==> config.mk <==
export PLATFORM = sky130hd
export DESIGN_NAME = page_scan_top
export DESIGN_NICKNAME = d
export VERILOG_FILES = /design/src/design/lc_pkg.sv /design/src/design/ps_state_if.sv /design/src/design/slot_timer.sv /design/src/design/ps_ctrl.sv /design/src/design/ps_substate_fsm.sv /design/src/design/page_scan_top.sv
export SDC_FILE = /design/constraint.sdc
export NUM_CORES = 1
export LEC_CHECK = 0
export ABC_AREA = 1
export BUFFER_PORTS_ARGS = -buffer_cell sky130_fd_sc_hd__buf_2
export CORE_MARGIN = 2
export CORE_UTILIZATION = 60
export DETAILED_ROUTE_END_ITERATION = 12
export GPL_ROUTABILITY_DRIVEN = 0
export PLACE_DENSITY = 0.82
export SLEW_MARGIN = 20
export SYNTH_ARGS = -nofsm -noshare
export SYNTH_HDL_FRONTEND = slang
export SYNTH_SLANG_ARGS = --single-unit
==> constraint.sdc <==
create_clock -name clk_6M -period 2.12 [get_ports clk_6M]
set_input_delay 0.424 -clock clk_6M [delete_from_list [all_inputs] [get_ports clk_6M]]
set_output_delay 0.424 -clock clk_6M [all_outputs]
set_load 0.02 [all_outputs]
==> src/design/lc_pkg.sv <==
// Shared definitions for the page scan part of the link controller.
// Holds the substate encoding and the register widths used by the RTL
// and the testbench. Refer to the members by scoped name.

`default_nettype none

package lc_pkg;

  // page scan substates
  typedef enum logic [1:0] {
    ST_STANDBY    = 2'd0,
    ST_PAGE_SCAN  = 2'd1,
    ST_SLAVE_RESP = 2'd2,
    ST_CONNECTION = 2'd3
  } ps_state_t;

  // width of the scan interval and scan window registers that count slots
  localparam int unsigned TSCAN_W = 16;

  // width of the slave response slot counter
  localparam int unsigned RESP_CNT_W = 4;

  // slots a slave page response may stall before it is abandoned
  localparam logic [RESP_CNT_W-1:0] RESP_TO_SLOTS = RESP_CNT_W'(8);

endpackage

`default_nettype wire

==> src/design/ps_state_if.sv <==
// Substate flags and ID response strobes passed from the substate
// sequencer to the page scan controller. The sequencer drives src and
// the controller reads dst.

`timescale 1ns/1ns
`default_nettype none

interface ps_state_if;

  logic ps;        // page scan substate active
  logic spr;       // slave page response substate active
  logic pstxid;    // ID response waiting to go out
  logic corr_endp; // one clock at the end of the half slot delay

  modport src (
    output ps,
    output spr,
    output pstxid,
    output corr_endp
  );

  modport dst (
    input ps,
    input spr,
    input pstxid,
    input corr_endp
  );

endinterface

`default_nettype wire

==> src/design/slot_timer.sv <==
// Base timing for the link controller. Divides clk_6M down to a 1 us
// pulse and then to a slot pulse every SLOT_US microseconds. Both
// outputs are single clock strobes.

`timescale 1ns/1ns
`default_nettype none

module slot_timer #(
  parameter int unsigned CLK_PER_US = 6,
  parameter int unsigned SLOT_US    = 625
) (
  input  wire  clk_6M,
  input  wire  rstz,
  output logic p_1us,
  output logic tslot_p
);

  localparam int unsigned CLK_W = $clog2(CLK_PER_US + 1);
  localparam int unsigned US_W  = $clog2(SLOT_US + 1);

  localparam logic [CLK_W-1:0] CLK_LAST = CLK_W'(CLK_PER_US - 1);
  localparam logic [US_W-1:0]  US_LAST  = US_W'(SLOT_US - 1);

  logic [CLK_W-1:0] clk_cnt;
  logic [US_W-1:0]  us_cnt;

  // clocks within the current microsecond
  always_ff @(posedge clk_6M or negedge rstz)
  begin
    if (!rstz)
      clk_cnt <= '0;
    else if (clk_cnt == CLK_LAST)
      clk_cnt <= '0;
    else
      clk_cnt <= clk_cnt + 1'b1;
  end

  // microseconds within the current slot
  always_ff @(posedge clk_6M or negedge rstz)
  begin
    if (!rstz)
      us_cnt <= '0;
    else if (p_1us)
    begin
      if (us_cnt == US_LAST)
        us_cnt <= '0;
      else
        us_cnt <= us_cnt + 1'b1;
    end
  end

  assign p_1us   = (clk_cnt == CLK_LAST);
  assign tslot_p = p_1us & (us_cnt == US_LAST); // slot edge rides on the last us pulse

endmodule

`default_nettype wire

==> src/design/ps_ctrl.sv <==
// Page scan window control. Counts slots across each scan interval and
// opens the scan window at its start, doubled for interlaced scan when the
// interval has room. Also times out a slave page response that stalls.

`timescale 1ns/1ns
`default_nettype none

module ps_ctrl (
  input  wire                        clk_6M,
  input  wire                        rstz,
  input  wire                        tslot_p,
  input  wire  [lc_pkg::TSCAN_W-1:0] t_ps_interval,
  input  wire  [lc_pkg::TSCAN_W-1:0] t_ps_window,
  input  wire                        ps_interlace,
  input  wire                        page_scan_enable,
  ps_state_if.dst                    st,
  output logic                       page_scan_window,
  output logic                       page_scan_window_endp,
  output logic                       page_scan_window_1more,
  output logic                       page_resp_to
);

  logic [lc_pkg::TSCAN_W-1:0]    win_cnt;
  logic [lc_pkg::TSCAN_W:0]      win_dbl;
  logic                          nor_window;
  logic                          inter_window;
  logic                          use_interlace;
  logic                          window_raw;
  logic [lc_pkg::RESP_CNT_W-1:0] resp_cnt;

  // slot position inside the scan interval
  always_ff @(posedge clk_6M or negedge rstz)
  begin
    if (!rstz)
      win_cnt <= '0;
    else if (!page_scan_enable)
      win_cnt <= '0;
    else if (win_cnt == t_ps_interval)
      win_cnt <= '0;
    else if (page_resp_to)
      win_cnt <= '0; // a failed response starts a fresh interval
    else if (tslot_p)
      win_cnt <= win_cnt + 1'b1;
  end

  assign win_dbl      = {t_ps_window, 1'b0};
  assign nor_window   = (win_cnt < t_ps_window);
  assign inter_window = ({1'b0, win_cnt} < win_dbl);

  // interlace only when two windows fit inside one interval
  assign use_interlace = ps_interlace & ({1'b0, t_ps_interval} >= win_dbl);

  assign window_raw = (use_interlace ? inter_window : nor_window) & page_scan_enable;

  always_ff @(posedge clk_6M or negedge rstz)
  begin
    if (!rstz)
      page_scan_window <= 1'b0;
    else
      page_scan_window <= window_raw;
  end

  assign page_scan_window_endp  = !window_raw & page_scan_window;
  assign page_scan_window_1more = nor_window;

  // slots spent waiting for the FHS since the last ID response went out
  always_ff @(posedge clk_6M or negedge rstz)
  begin
    if (!rstz)
      resp_cnt <= '0;
    else if ((st.pstxid & st.corr_endp) | !st.spr)
      resp_cnt <= '0;
    else if (tslot_p)
      resp_cnt <= resp_cnt + 1'b1;
  end

  assign page_resp_to = (resp_cnt == lc_pkg::RESP_TO_SLOTS) & tslot_p;

endmodule

`default_nettype wire

==> src/design/ps_substate_fsm.sv <==
// Page scan substate sequencer. Walks standby, page scan, slave page
// response and connection on the correlator and FHS hits, and issues
// the ID response strobe half a slot after an accepted ID hit.

`timescale 1ns/1ns
`default_nettype none

module ps_substate_fsm #(
  parameter int unsigned SLOT_US = 625
) (
  input  wire               clk_6M,
  input  wire               rstz,
  input  wire               p_1us,
  input  wire               tslot_p,
  input  wire               page_scan_enable,
  input  wire               id_hit,
  input  wire               fhs_hit,
  input  wire               page_scan_window,
  input  wire               page_resp_to,
  ps_state_if.src           st,
  output lc_pkg::ps_state_t state
);

  localparam int unsigned HALF_US = SLOT_US / 2;
  localparam int unsigned DLY_W   = $clog2(HALF_US + 1);

  localparam logic [DLY_W-1:0] DLY_LAST = DLY_W'(HALF_US - 1);

  lc_pkg::ps_state_t state_nxt;
  logic              id_accept;
  logic              resp_expired;
  logic [DLY_W-1:0]  dly_cnt;

  assign st.ps  = (state == lc_pkg::ST_PAGE_SCAN);
  assign st.spr = (state == lc_pkg::ST_SLAVE_RESP);

  assign id_accept    = st.ps & id_hit & page_scan_window; // only heard inside the window
  assign resp_expired = page_resp_to & tslot_p;

  always_comb
  begin
    state_nxt = state;
    if (!page_scan_enable)
      state_nxt = lc_pkg::ST_STANDBY;
    else
    begin
      case (state)
        lc_pkg::ST_STANDBY:
          state_nxt = lc_pkg::ST_PAGE_SCAN;
        lc_pkg::ST_PAGE_SCAN:
          if (id_accept)
            state_nxt = lc_pkg::ST_SLAVE_RESP;
        lc_pkg::ST_SLAVE_RESP:
          if (fhs_hit)
            state_nxt = lc_pkg::ST_CONNECTION;
          else if (resp_expired)
            state_nxt = lc_pkg::ST_PAGE_SCAN; // master went quiet so scan again
        default:
          state_nxt = state;
      endcase
    end
  end

  always_ff @(posedge clk_6M or negedge rstz)
  begin
    if (!rstz)
      state <= lc_pkg::ST_STANDBY;
    else
      state <= state_nxt;
  end

  // half slot delay between the ID hit and our ID response
  always_ff @(posedge clk_6M or negedge rstz)
  begin
    if (!rstz)
    begin
      st.pstxid    <= 1'b0;
      st.corr_endp <= 1'b0;
      dly_cnt      <= '0;
    end
    else if (!page_scan_enable)
    begin
      st.pstxid    <= 1'b0;
      st.corr_endp <= 1'b0;
      dly_cnt      <= '0;
    end
    else
    begin
      st.corr_endp <= 1'b0;
      if (id_accept)
      begin
        st.pstxid <= 1'b1;
        dly_cnt   <= '0;
      end
      else if (st.corr_endp)
        st.pstxid <= 1'b0; // response sent
      else if (st.pstxid && p_1us)
      begin
        if (dly_cnt == DLY_LAST)
        begin
          st.corr_endp <= 1'b1;
          dly_cnt      <= '0;
        end
        else
          dly_cnt <= dly_cnt + 1'b1;
      end
    end
  end

endmodule

`default_nettype wire

==> src/design/page_scan_top.sv <==
// Top level of the page scan block. Ties the slot timer, the substate
// sequencer and the window controller together. Hits come in as plain
// pulses and all outputs are plain levels and strobes.

`timescale 1ns/1ns
`default_nettype none

module page_scan_top #(
  parameter int unsigned SLOT_US    = 625,
  parameter int unsigned CLK_PER_US = 6
) (
  input  wire                        clk_6M,
  input  wire                        rstz,
  input  wire                        page_scan_enable,
  input  wire  [lc_pkg::TSCAN_W-1:0] t_ps_interval,
  input  wire  [lc_pkg::TSCAN_W-1:0] t_ps_window,
  input  wire                        ps_interlace,
  input  wire                        id_hit,
  input  wire                        fhs_hit,
  output logic                       slot_p,
  output logic                       page_scan_window,
  output logic                       page_scan_window_endp,
  output logic                       page_resp_to,
  output logic                       id_resp_p,
  output lc_pkg::ps_state_t          state
);

  logic p_1us;
  logic tslot_p;

  ps_state_if i_st ();

  slot_timer #(
    .CLK_PER_US (CLK_PER_US),
    .SLOT_US    (SLOT_US)
  ) i_slot_timer (
    .clk_6M  (clk_6M),
    .rstz    (rstz),
    .p_1us   (p_1us),
    .tslot_p (tslot_p)
  );

  ps_substate_fsm #(
    .SLOT_US (SLOT_US)
  ) i_ps_substate_fsm (
    .clk_6M           (clk_6M),
    .rstz             (rstz),
    .p_1us            (p_1us),
    .tslot_p          (tslot_p),
    .page_scan_enable (page_scan_enable),
    .id_hit           (id_hit),
    .fhs_hit          (fhs_hit),
    .page_scan_window (page_scan_window),
    .page_resp_to     (page_resp_to),
    .st               (i_st.src),
    .state            (state)
  );

  ps_ctrl i_ps_ctrl (
    .clk_6M                 (clk_6M),
    .rstz                   (rstz),
    .tslot_p                (tslot_p),
    .t_ps_interval          (t_ps_interval),
    .t_ps_window            (t_ps_window),
    .ps_interlace           (ps_interlace),
    .page_scan_enable       (page_scan_enable),
    .st                     (i_st.dst),
    .page_scan_window       (page_scan_window),
    .page_scan_window_endp  (page_scan_window_endp),
    .page_scan_window_1more (),
    .page_resp_to           (page_resp_to)
  );

  assign slot_p    = tslot_p;
  assign id_resp_p = i_st.corr_endp; // ID goes out at the end of the half slot

endmodule

`default_nettype wire

==> results_dict.tcl, run 1 <==
set metrics [dict create \
    ios 45 \
    nFillCells 545 \
    use_met3 0.04063 \
    finalSetupViolCount 1 \
    drv_slew 0 \
    leakage_nw 2.869 \
    status "finished, violations left" \
    critPathKind "input pin to primary output" \
    start_util 0.6089 \
    maxSlewHeadroom 0.6250 \
    htree_levels 2 \
    p_total_mw 2.002 \
    synth.top_cell.area_share 0.2707 \
    ant_nets 0 \
    synth-seq-area-share 0.2707 \
    cts_tree "done" \
    antenna_found_initial 0 \
    arrival_ns 2.06 \
    grt_overflow_total 0 \
    clock-sinks 47 \
    wirelength_mm 11.26 \
    setup_slack_ns -0.3631 \
    hold_class "input pin to asynchronous set/reset pin" \
    nNetsFinal 791 \
    place_ws_ns -0.3580 \
    core-area_mm2 0.007137 \
    dr.pass1.iters 6 \
    stdcell_count 798 \
    violations "negative setup slack" \
    cp.required_ns 1.70 \
    yosys_warnings 0 \
    syn_area_per_cell_um2 7.353 \
    max-vdd-ir-drop_mv 0.4462 \
    grt_pass1_vias 4263 \
    drive_above_1_share 0.2775 \
    synthArstFlopShare 1.000 \
    drtIter0Drc 242 \
    dpl.hpwl_mm 7.967 \
    cp-start-kind "input pin" \
    grt.total_usage 0.2691 \
    rsz0062_at_grt "true" \
    cts.path.max_buffers 2 \
    synthCells 591 \
    cts_buffers 5 \
    dieArea_mm2 0.007939 \
    area_delta_synth_final_pct 23.96 \
    worst_pin_slew_ns 0.5625 \
    die_x_um 89.10 \
    drc 0 \
    finClkSkew_ns 0.007257 \
    synth_top_cell_by_area "dfrtp_1" \
    synth-main-ff-cell "dfrtp_1" \
    ys_top_cells_by_area "dfrtp_1 27%, ha_1 16%, nand2_1 12%" \
    max_freq_mhz 402.7 \
    numPortBuffers 44 \
    viasPerCell 5.425 \
    grtUsageMet2 0.4923 \
    n_antenna_cell 0 \
    hold_viol 0 \
    cts.clk_slew.worst_paths_ns 0.09 \
    num_rows 31 \
    ys_types 40 \
    post-route-min-period_ns 2.483 \
    power.density_mw_per_mm2 371.7 \
    synth_seq_cells 47 \
    finalCritPeriodShare 1.171 \
    grt_max_degree 26 \
    syn_area_mm2 0.004345 \
    synth_nets 683 \
    tns_ns -0.3631 \
    dp_cells 774 \
    clkLatencyLatePin_ns 0.30 \
    wl_per_cell_um 14.11 \
    gr-max-usage-layer "met2" \
    root_buffer "clkbuf_8" \
    synth_edf_count 0 \
    vias 4329 \
    hold_buffers 0 \
    fin_util 0.7547 \
    die_height_um 89.10 \
    drv_cap 0 \
    endpoint_kind "primary output" \
    crit_path_max_fanout 3 \
    grt_pass1_wl_mm 17.24 \
    use_met1 0.3213 \
]
[cells in the mapped netlist (3+ instances only)]
master	n
nand2_1	137
inv_1	89
nor2_1	58
ha_1	54
dfrtp_1	47
nand3_1	37
a21oi_1	27
nand4_1	25
xor2_1	22
nor3_1	14
nand3_2	12
o21ai_0	12
buf_6	5
nor2_2	4
nor2_4	4
xnor2_1	4
nand2_2	3
nor3_2	3
[through the flow]
step / hold slack [ns] / area [um2]
global placement: 0.4390 / 4964
CTS: 0.1267 / 5142
finish: 0.1075 / 5386
floorplan: 0.1284 / 4345
detailed placement: 0.4479 / 4964
global route: 0.1437 / 5386
[cell usage in the layout, fill, tap and decap left out, types with 22 or more instances in the layout]
| cell | instances |
|---|---|
| buf_4 | 65 |
| nand2_1 | 131 |
| ha_1 | 45 |
| a21oi_1 | 23 |
| inv_1 | 84 |
| buf_2 | 43 |
| nand3_1 | 37 |
| nand4_1 | 25 |
| nor2_1 | 52 |
| xor2_1 | 22 |
| dfrtp_1 | 42 |
[what timing repair did]
action                                  CTS  global route
endpoints found under the hold margin     0             0
gates resized for setup                   7            39
pin swaps                                 6            18
buffers inserted                          7            10
endpoints found under the setup margin    1             1
gates cloned                              0             0
[worst paths after layout]
kind | from | endpoint | depth (start not counted) | slack [ns]
worst max register to register | i_ps_ctrl.win_cnt[6]$_DFFE_PN0P_ | i_ps_ctrl.win_cnt[2]$_DFFE_PN0P_ | 12 | 0.11
min in group clk_6M | page_scan_enable | i_ps_substate_fsm.state[1]$_DFFE_PN0P_ | 3 | 0.46
worst max-delay path | t_ps_window[7] | page_scan_window_endp | 15 | -0.36
worst min-delay path | rstz | i_ps_ctrl.win_cnt[15]$_DFFE_PN0P_ | 1 | 0.11
max in group asynchronous | rstz | i_ps_substate_fsm.state[1]$_DFFE_PN0P_ | 2 | 1.37
worst min register to register | i_slot_timer.clk_cnt[0]$_DFF_PN0_ | i_slot_timer.clk_cnt[0]$_DFF_PN0_ | 1 | 0.50
[power by group]
| part | switching, mW | total [mW] | internal (mW) |
|---|---|---|---|
| clock | 0.291 | 0.548 | 0.256 |
| sequential | 0.0266 | 0.946 | 0.920 |
| combinational | 0.306 | 0.508 | 0.203 |
[flip-flops by register name, indices dropped and copies added, names as in the netlist, 2 cells and up]
name and cells:
i_ps_substate_fsm.state 2, i_slot_timer.us_cnt 10, i_ps_substate_fsm.dly_cnt 9, i_slot_timer.clk_cnt 3
i_ps_ctrl.resp_cnt 4, i_ps_ctrl.win_cnt 16
[metal layers]
metal,vias to the layer above,share of wire
met2,173,0.51
li1,2132,-
met5,-,0
met3,38,0.057
met1,1986,0.40
met4,0,0.029
[kinds of logic (layout without fill, tap and decap cells)]
group | count (synthesis) | count (layout) | synth area share
flops | 47 | 47 | 0.2707
compound gates | 48 | 48 | 0.05960
xor+xnor | 26 | 26 | 0.05240
buf+inv | 103 | 211 | 0.1054
simple gates | 313 | 313 | 0.3565
fa+ha+maj | 54 | 54 | 0.1555
[critical path: stages]
cell and delay [ns]:
buf_2 0.07, inv_1 0.08, ha_1 0.32, nand2_1 0.10, nor2_2 0.16, nand3_1 0.09, nor2_1 0.11, nor2_1 0.08
nand2_1 0.09, nand2_2 0.06, nand2_1 0.08, nand2_2 0.06, nor2_4 0.14, nor2_2 0.06, buf_6 0.13
[cell type report]
type,count,area [um2],area share
clock buffers,6,82.58,0.01533
clock inverters,1,5.005,0.0009292
inverters,93,356.6,0.06620
multi-input cells,441,2899,0.5382
flip-flops and latches,47,1182,0.2195
well taps,99,123.9,0.02300
repair buffers,111,737.0,0.1368
Note: power is estimated with default switching activity, not from simulation.
==> inputs of run 2 (changes only) <==
--- a/config.mk
+++ b/config.mk
@@ -8,10 +8,10 @@
 export ABC_AREA = 1
 export BUFFER_PORTS_ARGS = -buffer_cell sky130_fd_sc_hd__buf_2
 export CORE_MARGIN = 2
-export CORE_UTILIZATION = 60
+export CORE_UTILIZATION = 45
 export DETAILED_ROUTE_END_ITERATION = 12
 export GPL_ROUTABILITY_DRIVEN = 0
-export PLACE_DENSITY = 0.82
+export PLACE_DENSITY = 0.65
 export SLEW_MARGIN = 20
 export SYNTH_ARGS = -nofsm -noshare
 export SYNTH_HDL_FRONTEND = slang
==> run 2 against run 1 <==
Compared with the run above: the flow still finishes with violations (negative setup slack); non-clock buffer count down 3; fmax increased by 2.1%; first-iteration DRC count down 30%; combinational power fell by 2%; clock power is 26% higher; hold slack better by 0.076 ns; flip-flop and latch count unchanged; critical endpoint unchanged; highest routed layer unchanged.
==> results_dict.tcl, run 2 (same netlist as run 1, synthesis figures left out) <==
set metrics [dict create \
    status "finished, violations left" \
    violations "negative setup slack" \
    layout_common_cells "129 x nand2_1, 85 x inv_1, 64 x buf_4" \
    die_height_um 102.3 \
    dieArea_mm2 0.01046 \
    grtUsageMet2 0.4069 \
    nFillCells 895 \
    die_x_um 102.3 \
    cts.clk_slew.worst_paths_ns 0.09 \
    cts_tree "done" \
    hold_class "input pin to asynchronous set/reset pin" \
    grt_max_degree 34 \
    largest-register "i_ps_ctrl.win_cnt" \
    endpoint_kind "primary output" \
    largestRegisters "i_ps_ctrl.win_cnt (16), i_slot_timer.us_cnt (10), i_ps_substate_fsm.dly_cnt (9)" \
    holdWs_ns 0.1832 \
    worst_pin_slew_ns 0.7362 \
    placed_area_mm2 0.005031 \
    tns_ns -0.3127 \
    drc 0 \
    wirelength_mm 10.66 \
    drv_cap 0 \
    critPathBufInv 1 \
    finalSetupViolCount 1 \
    clock-sinks 47 \
    post-route-min-period_ns 2.433 \
    finClkSkew_ns 0.009337 \
    cp.depth 10 \
    cp.required_ns 1.70 \
    final_common_cell "nand2_1" \
    dpl.hpwl_mm 8.188 \
    maxSlewHeadroom 0.5092 \
    root_buffer "clkbuf_8" \
    grt.total_usage 0.2134 \
    r2r_end "i_ps_ctrl.win_cnt[2]$_DFFE_PN0P_" \
    drive_above_1_share 0.2898 \
    clkLatencyLatePin_ns 0.30 \
    use_met3 0.02531 \
    hold_viol 0 \
    cts.path.max_buffers 2 \
    power.density_mw_per_mm2 389.6 \
    grt_overflow_total 0 \
    use_met1 0.2547 \
    n_antenna_cell 0 \
    vias 4155 \
    wl_per_cell_um 12.91 \
    worstReg2RegStart "i_ps_ctrl.win_cnt[5]$_DFFE_PN0P_" \
    leakage_nw 2.859 \
    path_delay_family "simple AND/OR/NAND/NOR gates" \
    dr.pass1.iters 4 \
    design_area_mm2 0.005479 \
    critPathKind "flip-flop to primary output" \
    slowest_stage "dfrtp_2" \
    area_delta_synth_final_pct 26.09 \
    cts_buffers 5 \
    ant_nets 0 \
    grt_pass1_wl_mm 18.03 \
    cp_common_cell "nand2_1" \
    num_rows 35 \
    crit_path_max_incr_delay_ns 0.46 \
    ios 45 \
    largest_reg_flops 16 \
    rr_worst_depth 12 \
    drtIter0Drc 169 \
    r2r_slack_ns 0.19 \
    viasPerCell 5.030 \
    rsz0062_at_grt "true" \
    path_cells "ha_1, nand4_1, a31oi_1, nor2_1, nand2_1, nand2_1, nand2_2, nor2_4, nor2_2, buf_6" \
    setup_slack_ns -0.3127 \
    core-area_mm2 0.009284 \
    max-vdd-ir-drop_mv 0.3946 \
    antenna_found_initial 0 \
    finalCritPeriodShare 1.148 \
    start_util 0.4681 \
    max_freq_mhz 411.1 \
    place_ws_ns -0.3938 \
    numPortBuffers 44 \
    crit_path_max_fanout 4 \
    cp-start-kind "flip-flop" \
    htree_levels 2 \
    grt_pass1_vias 4204 \
    arrival_ns 2.01 \
    gr-max-usage-layer "met2" \
    nNetsFinal 788 \
    hold_buffers 0 \
    drv_slew 0 \
]
-- run 2: cell types whose count changed in the layout (fill, tap and decap cells not counted), sizes merged --
cell    delta
buf        -3
bufinv     +1
-- run 2: what timing repair did --
action | 4_1_cts | 5_1_grt
setup buffers | 8 | 2
endpoints found under the hold margin | 0 | 0
pin swaps | 13 | 9
gates cloned | 0 | 0
endpoints found under the setup margin | 2 | 3
gates resized for setup | 25 | 33
-- run 2: area by class of cell --
type                       count  area, um2  area share
clock buffer                   6      82.58     0.01507
clock inverter                 2      35.03    0.006394
inverter                      93      359.1     0.06554
multi-input combinational    441       2939      0.5364
sequential                    47       1189      0.2169
tap                          129      161.4     0.02946
timing repair buffer         108      713.2      0.1302
-- run 2: routing by layer --
| metal | vias up | wire length (um) |
|---|---|---|
| li1 | 2136 | - |
| met1 | 1938 | 4694 |
| met2 | 69 | 5517 |
| met3 | 12 | 317 |
| met4 | 0 | 133 |
| met5 | - | 0 |
-- run 2: power breakdown --
| group | switching [mW] | total, mW | internal, mW |
|---|---|---|---|
| logic | 0.295 | 0.499 | 0.204 |
| clock network | 0.307 | 0.689 | 0.382 |
| registers | 0.0268 | 0.947 | 0.920 |
| total | 0.628 | 2.13 | 1.51 |
-- run 2: worst max path at each step --
stage	from	endpoint	slack, ns
2_1_floorplan	t_ps_window[14]	page_scan_window_endp	0.04
3_3_place_gp	t_ps_window[14]	page_scan_window_endp	-0.38
3_5_place_dp	t_ps_window[14]	page_scan_window_endp	-0.39
4_1_cts	i_ps_ctrl.win_cnt[15]$_DFFE_PN0P_	page_scan_window_endp	-0.32
5_1_grt	i_ps_ctrl.win_cnt[2]$_DFFE_PN0P_	page_scan_window_endp	-0.41
6_report	i_ps_ctrl.win_cnt[14]$_DFFE_PN0P_	page_scan_window_endp	-0.31
-- run 2: per-stage QoR --
| step | power (mW) | instances | utilization |
|---|---|---|---|
| after floorplan | 1.254 | 591 | - |
| after global placement | 1.409 | 808 | 0.5419 |
| after detailed placement | 1.430 | 808 | 0.5419 |
| after CTS | 2.132 | 824 | 0.5741 |
| after global routing | 2.269 | 826 | 0.5902 |
| final | 2.135 | 826 | 0.5902 |
==> inputs of run 3 (changes only) <==
--- a/config.mk
+++ b/config.mk
@@ -6,12 +6,12 @@
 export NUM_CORES = 1
 export LEC_CHECK = 0
 export ABC_AREA = 1
-export BUFFER_PORTS_ARGS = -buffer_cell sky130_fd_sc_hd__buf_2
 export CORE_MARGIN = 2
 export CORE_UTILIZATION = 45
 export DETAILED_ROUTE_END_ITERATION = 12
+export DONT_BUFFER_PORTS = 1
 export GPL_ROUTABILITY_DRIVEN = 0
-export PLACE_DENSITY = 0.65
+export PLACE_DENSITY = 0.61
 export SLEW_MARGIN = 20
 export SYNTH_ARGS = -nofsm -noshare
 export SYNTH_HDL_FRONTEND = slang
==> run 3 against run 2 <==
Compared with the run above: the flow still finishes with violations (negative setup slack); fmax grew 1.6%; sequential power about the same; wire length fell by 8.6%; power is 13% lower; critical path type unchanged.
==> results_dict.tcl, run 3 (same netlist as run 1, synthesis figures left out) <==
set metrics [dict create \
    drv_cap 0 \
    vias 3880 \
    hold_viol 0 \
    layout_common_cells "136 x nand2_1, 89 x inv_1, 56 x nor2_1" \
    numPortBuffers 0 \
    cp.required_ns 1.70 \
    cp-start-kind "flip-flop" \
    worst_pin_slew_ns 0.4361 \
    root_buffer "clkbuf_8" \
    grt_max_degree 48 \
    r2r_slack_ns 0.19 \
    start_util 0.4681 \
    finClkSkew_ns 0.01177 \
    finalCritPeriodShare 1.129 \
    route.met3.wl_um 490 \
    cts_buffers 5 \
    clkLatencyLatePin_ns 0.29 \
    grt_overflow_total 0 \
    grt_pass1_vias 3838 \
    die_x_um 102.3 \
    cts_tree "done" \
    dr.pass1.iters 5 \
    drv_slew 0 \
    leakage_nw 2.582 \
    rsz0062_at_grt "true" \
    wirelength_mm 9.742 \
    dieArea_mm2 0.01046 \
    ant_nets 0 \
    top_layer "met4" \
    grt.total_usage 0.1958 \
    dp_cells 744 \
    largestRegisters "i_ps_ctrl.win_cnt (16), i_slot_timer.us_cnt (10), i_ps_substate_fsm.dly_cnt (9)" \
    htree_levels 2 \
    hold_class "input pin to flip-flop" \
    design_area_mm2 0.004992 \
    finalSetupViolCount 1 \
    critPathKind "flip-flop to primary output" \
    ios 45 \
    drive_above_1_share 0.1751 \
    viasPerCell 5.085 \
    p_total_mw 1.857 \
    cts.path.max_buffers 2 \
    post-route-min-period_ns 2.394 \
    core-area_mm2 0.009284 \
    dpl.hpwl_mm 7.671 \
    max-vdd-ir-drop_mv 0.4713 \
    cts.clk_slew.worst_paths_ns 0.09 \
    power.density_mw_per_mm2 371.9 \
    grt_pass1_wl_mm 16.58 \
    violations "negative setup slack" \
    stdcell_count 763 \
    setup_slack_ns -0.2739 \
    area_delta_synth_final_pct 14.89 \
    largest_reg_flops 16 \
    nNetsFinal 727 \
    arrival_ns 1.97 \
    maxSlewHeadroom 0.7082 \
    drc 0 \
    placed_area_mm2 0.004661 \
    max_freq_mhz 417.7 \
    num_rows 35 \
    wl_per_cell_um 12.77 \
    largest-register "i_ps_ctrl.win_cnt" \
    wl_met2_mm 4.688 \
    clock-sinks 47 \
    antenna_found_initial 0 \
    fin_util 0.5377 \
    met1_length_mm 4.476 \
    die_height_um 102.3 \
    final_common_cell "nand2_1" \
    status "finished, violations left" \
    crit_path_max_fanout 3 \
    drtIter0Drc 174 \
    n_antenna_cell 0 \
    endpoint_kind "primary output" \
]
run 3: cell count changes in the layout (fill, tap and decap cells not counted), moves of 4 or more:
cell     delta
nor2_2      -4
buf_4      -19
dfrtp_2     -5
inv_1       +4
nand2_1     +7
dfrtp_1     +5
nand2_2     -7
buf_2      -42
nor2_1      +5
run 3: cell type report:
class,count,area (um2)
repair buffers,47,375.4
clock buffers,6,72.57
fillers,934,4292
well taps,129,161.4
inverters,93,356.6
flip-flops and latches,47,1182
multi-input cells,441,2844
run 3: report_power, final:
group | internal [mW] | total, mW | switching (mW)
Combinational | 0.157 | 0.405 | 0.248
Clock | 0.221 | 0.506 | 0.285
Sequential | 0.920 | 0.946 | 0.0257
Total | 1.30 | 1.86 | 0.558
run 3: critical path, cell delays in order (launching register included):
cell and delay, ns:
dfrtp_1 0.42, ha_1 0.28, nand2_1 0.07, nand2_1 0.05, nand2_1 0.05, nand2_1 0.08, nand2_1 0.07, nand2_1 0.08
a21oi_2 0.17, nor2_2 0.06, nor2_4 0.14, nor2_1 0.05, buf_4 0.15
run 3: repair_timing:
item | in CTS | in global routing
endpoints found under the setup margin | 1 | 12
pin swaps | 10 | 10
buffers inserted | 9 | 3
hold buffers | 2 | 0
hold endpoints to repair | 47 | 0
gates resized for setup | 15 | 9
run 3: routing by layer:
layer / global-route usage / up-vias
met1: 0.2493 / 1801
met5: 0 / -
met3: 0.02804 / 6
met2: 0.3522 / 69
li1: - / 2004
met4: 0.04308 / 0
run 3: path summary, 6_finish.rpt:
path / endpoint / depth (start not counted) / from
setup reg to reg: i_ps_substate_fsm.dly_cnt[8]$_DFFE_PN0P_ / 11 / i_ps_substate_fsm.state[1]$_DFFE_PN0P_
hold / removal: i_ps_ctrl.win_cnt[4]$_DFFE_PN0P_ / 2 / page_scan_enable
setup / recovery: page_scan_window_endp / 12 / i_ps_ctrl.win_cnt[2]$_DFFE_PN0P_
max in group asynchronous: i_ps_ctrl.win_cnt[4]$_DFFE_PN0P_ / 2 / rstz
hold reg to reg: i_slot_timer.clk_cnt[0]$_DFF_PN0_ / 1 / i_slot_timer.clk_cnt[0]$_DFF_PN0_
min in group asynchronous: i_slot_timer.us_cnt[6]$_DFFE_PN0P_ / 2 / rstz
run 3: through the flow:
step	worst slack [ns]	setup TNS, ns	hold slack [ns]
2_1_floorplan	0.03712	0	0.1284
3_3_place_gp	-0.1543	-0.1543	0.1304
3_5_place_dp	-0.1842	-0.1842	0.1301
4_1_cts	-0.2821	-0.2821	0.2636
5_1_grt	-0.4062	-0.4062	0.2709
6_report	-0.2739	-0.2739	0.2733
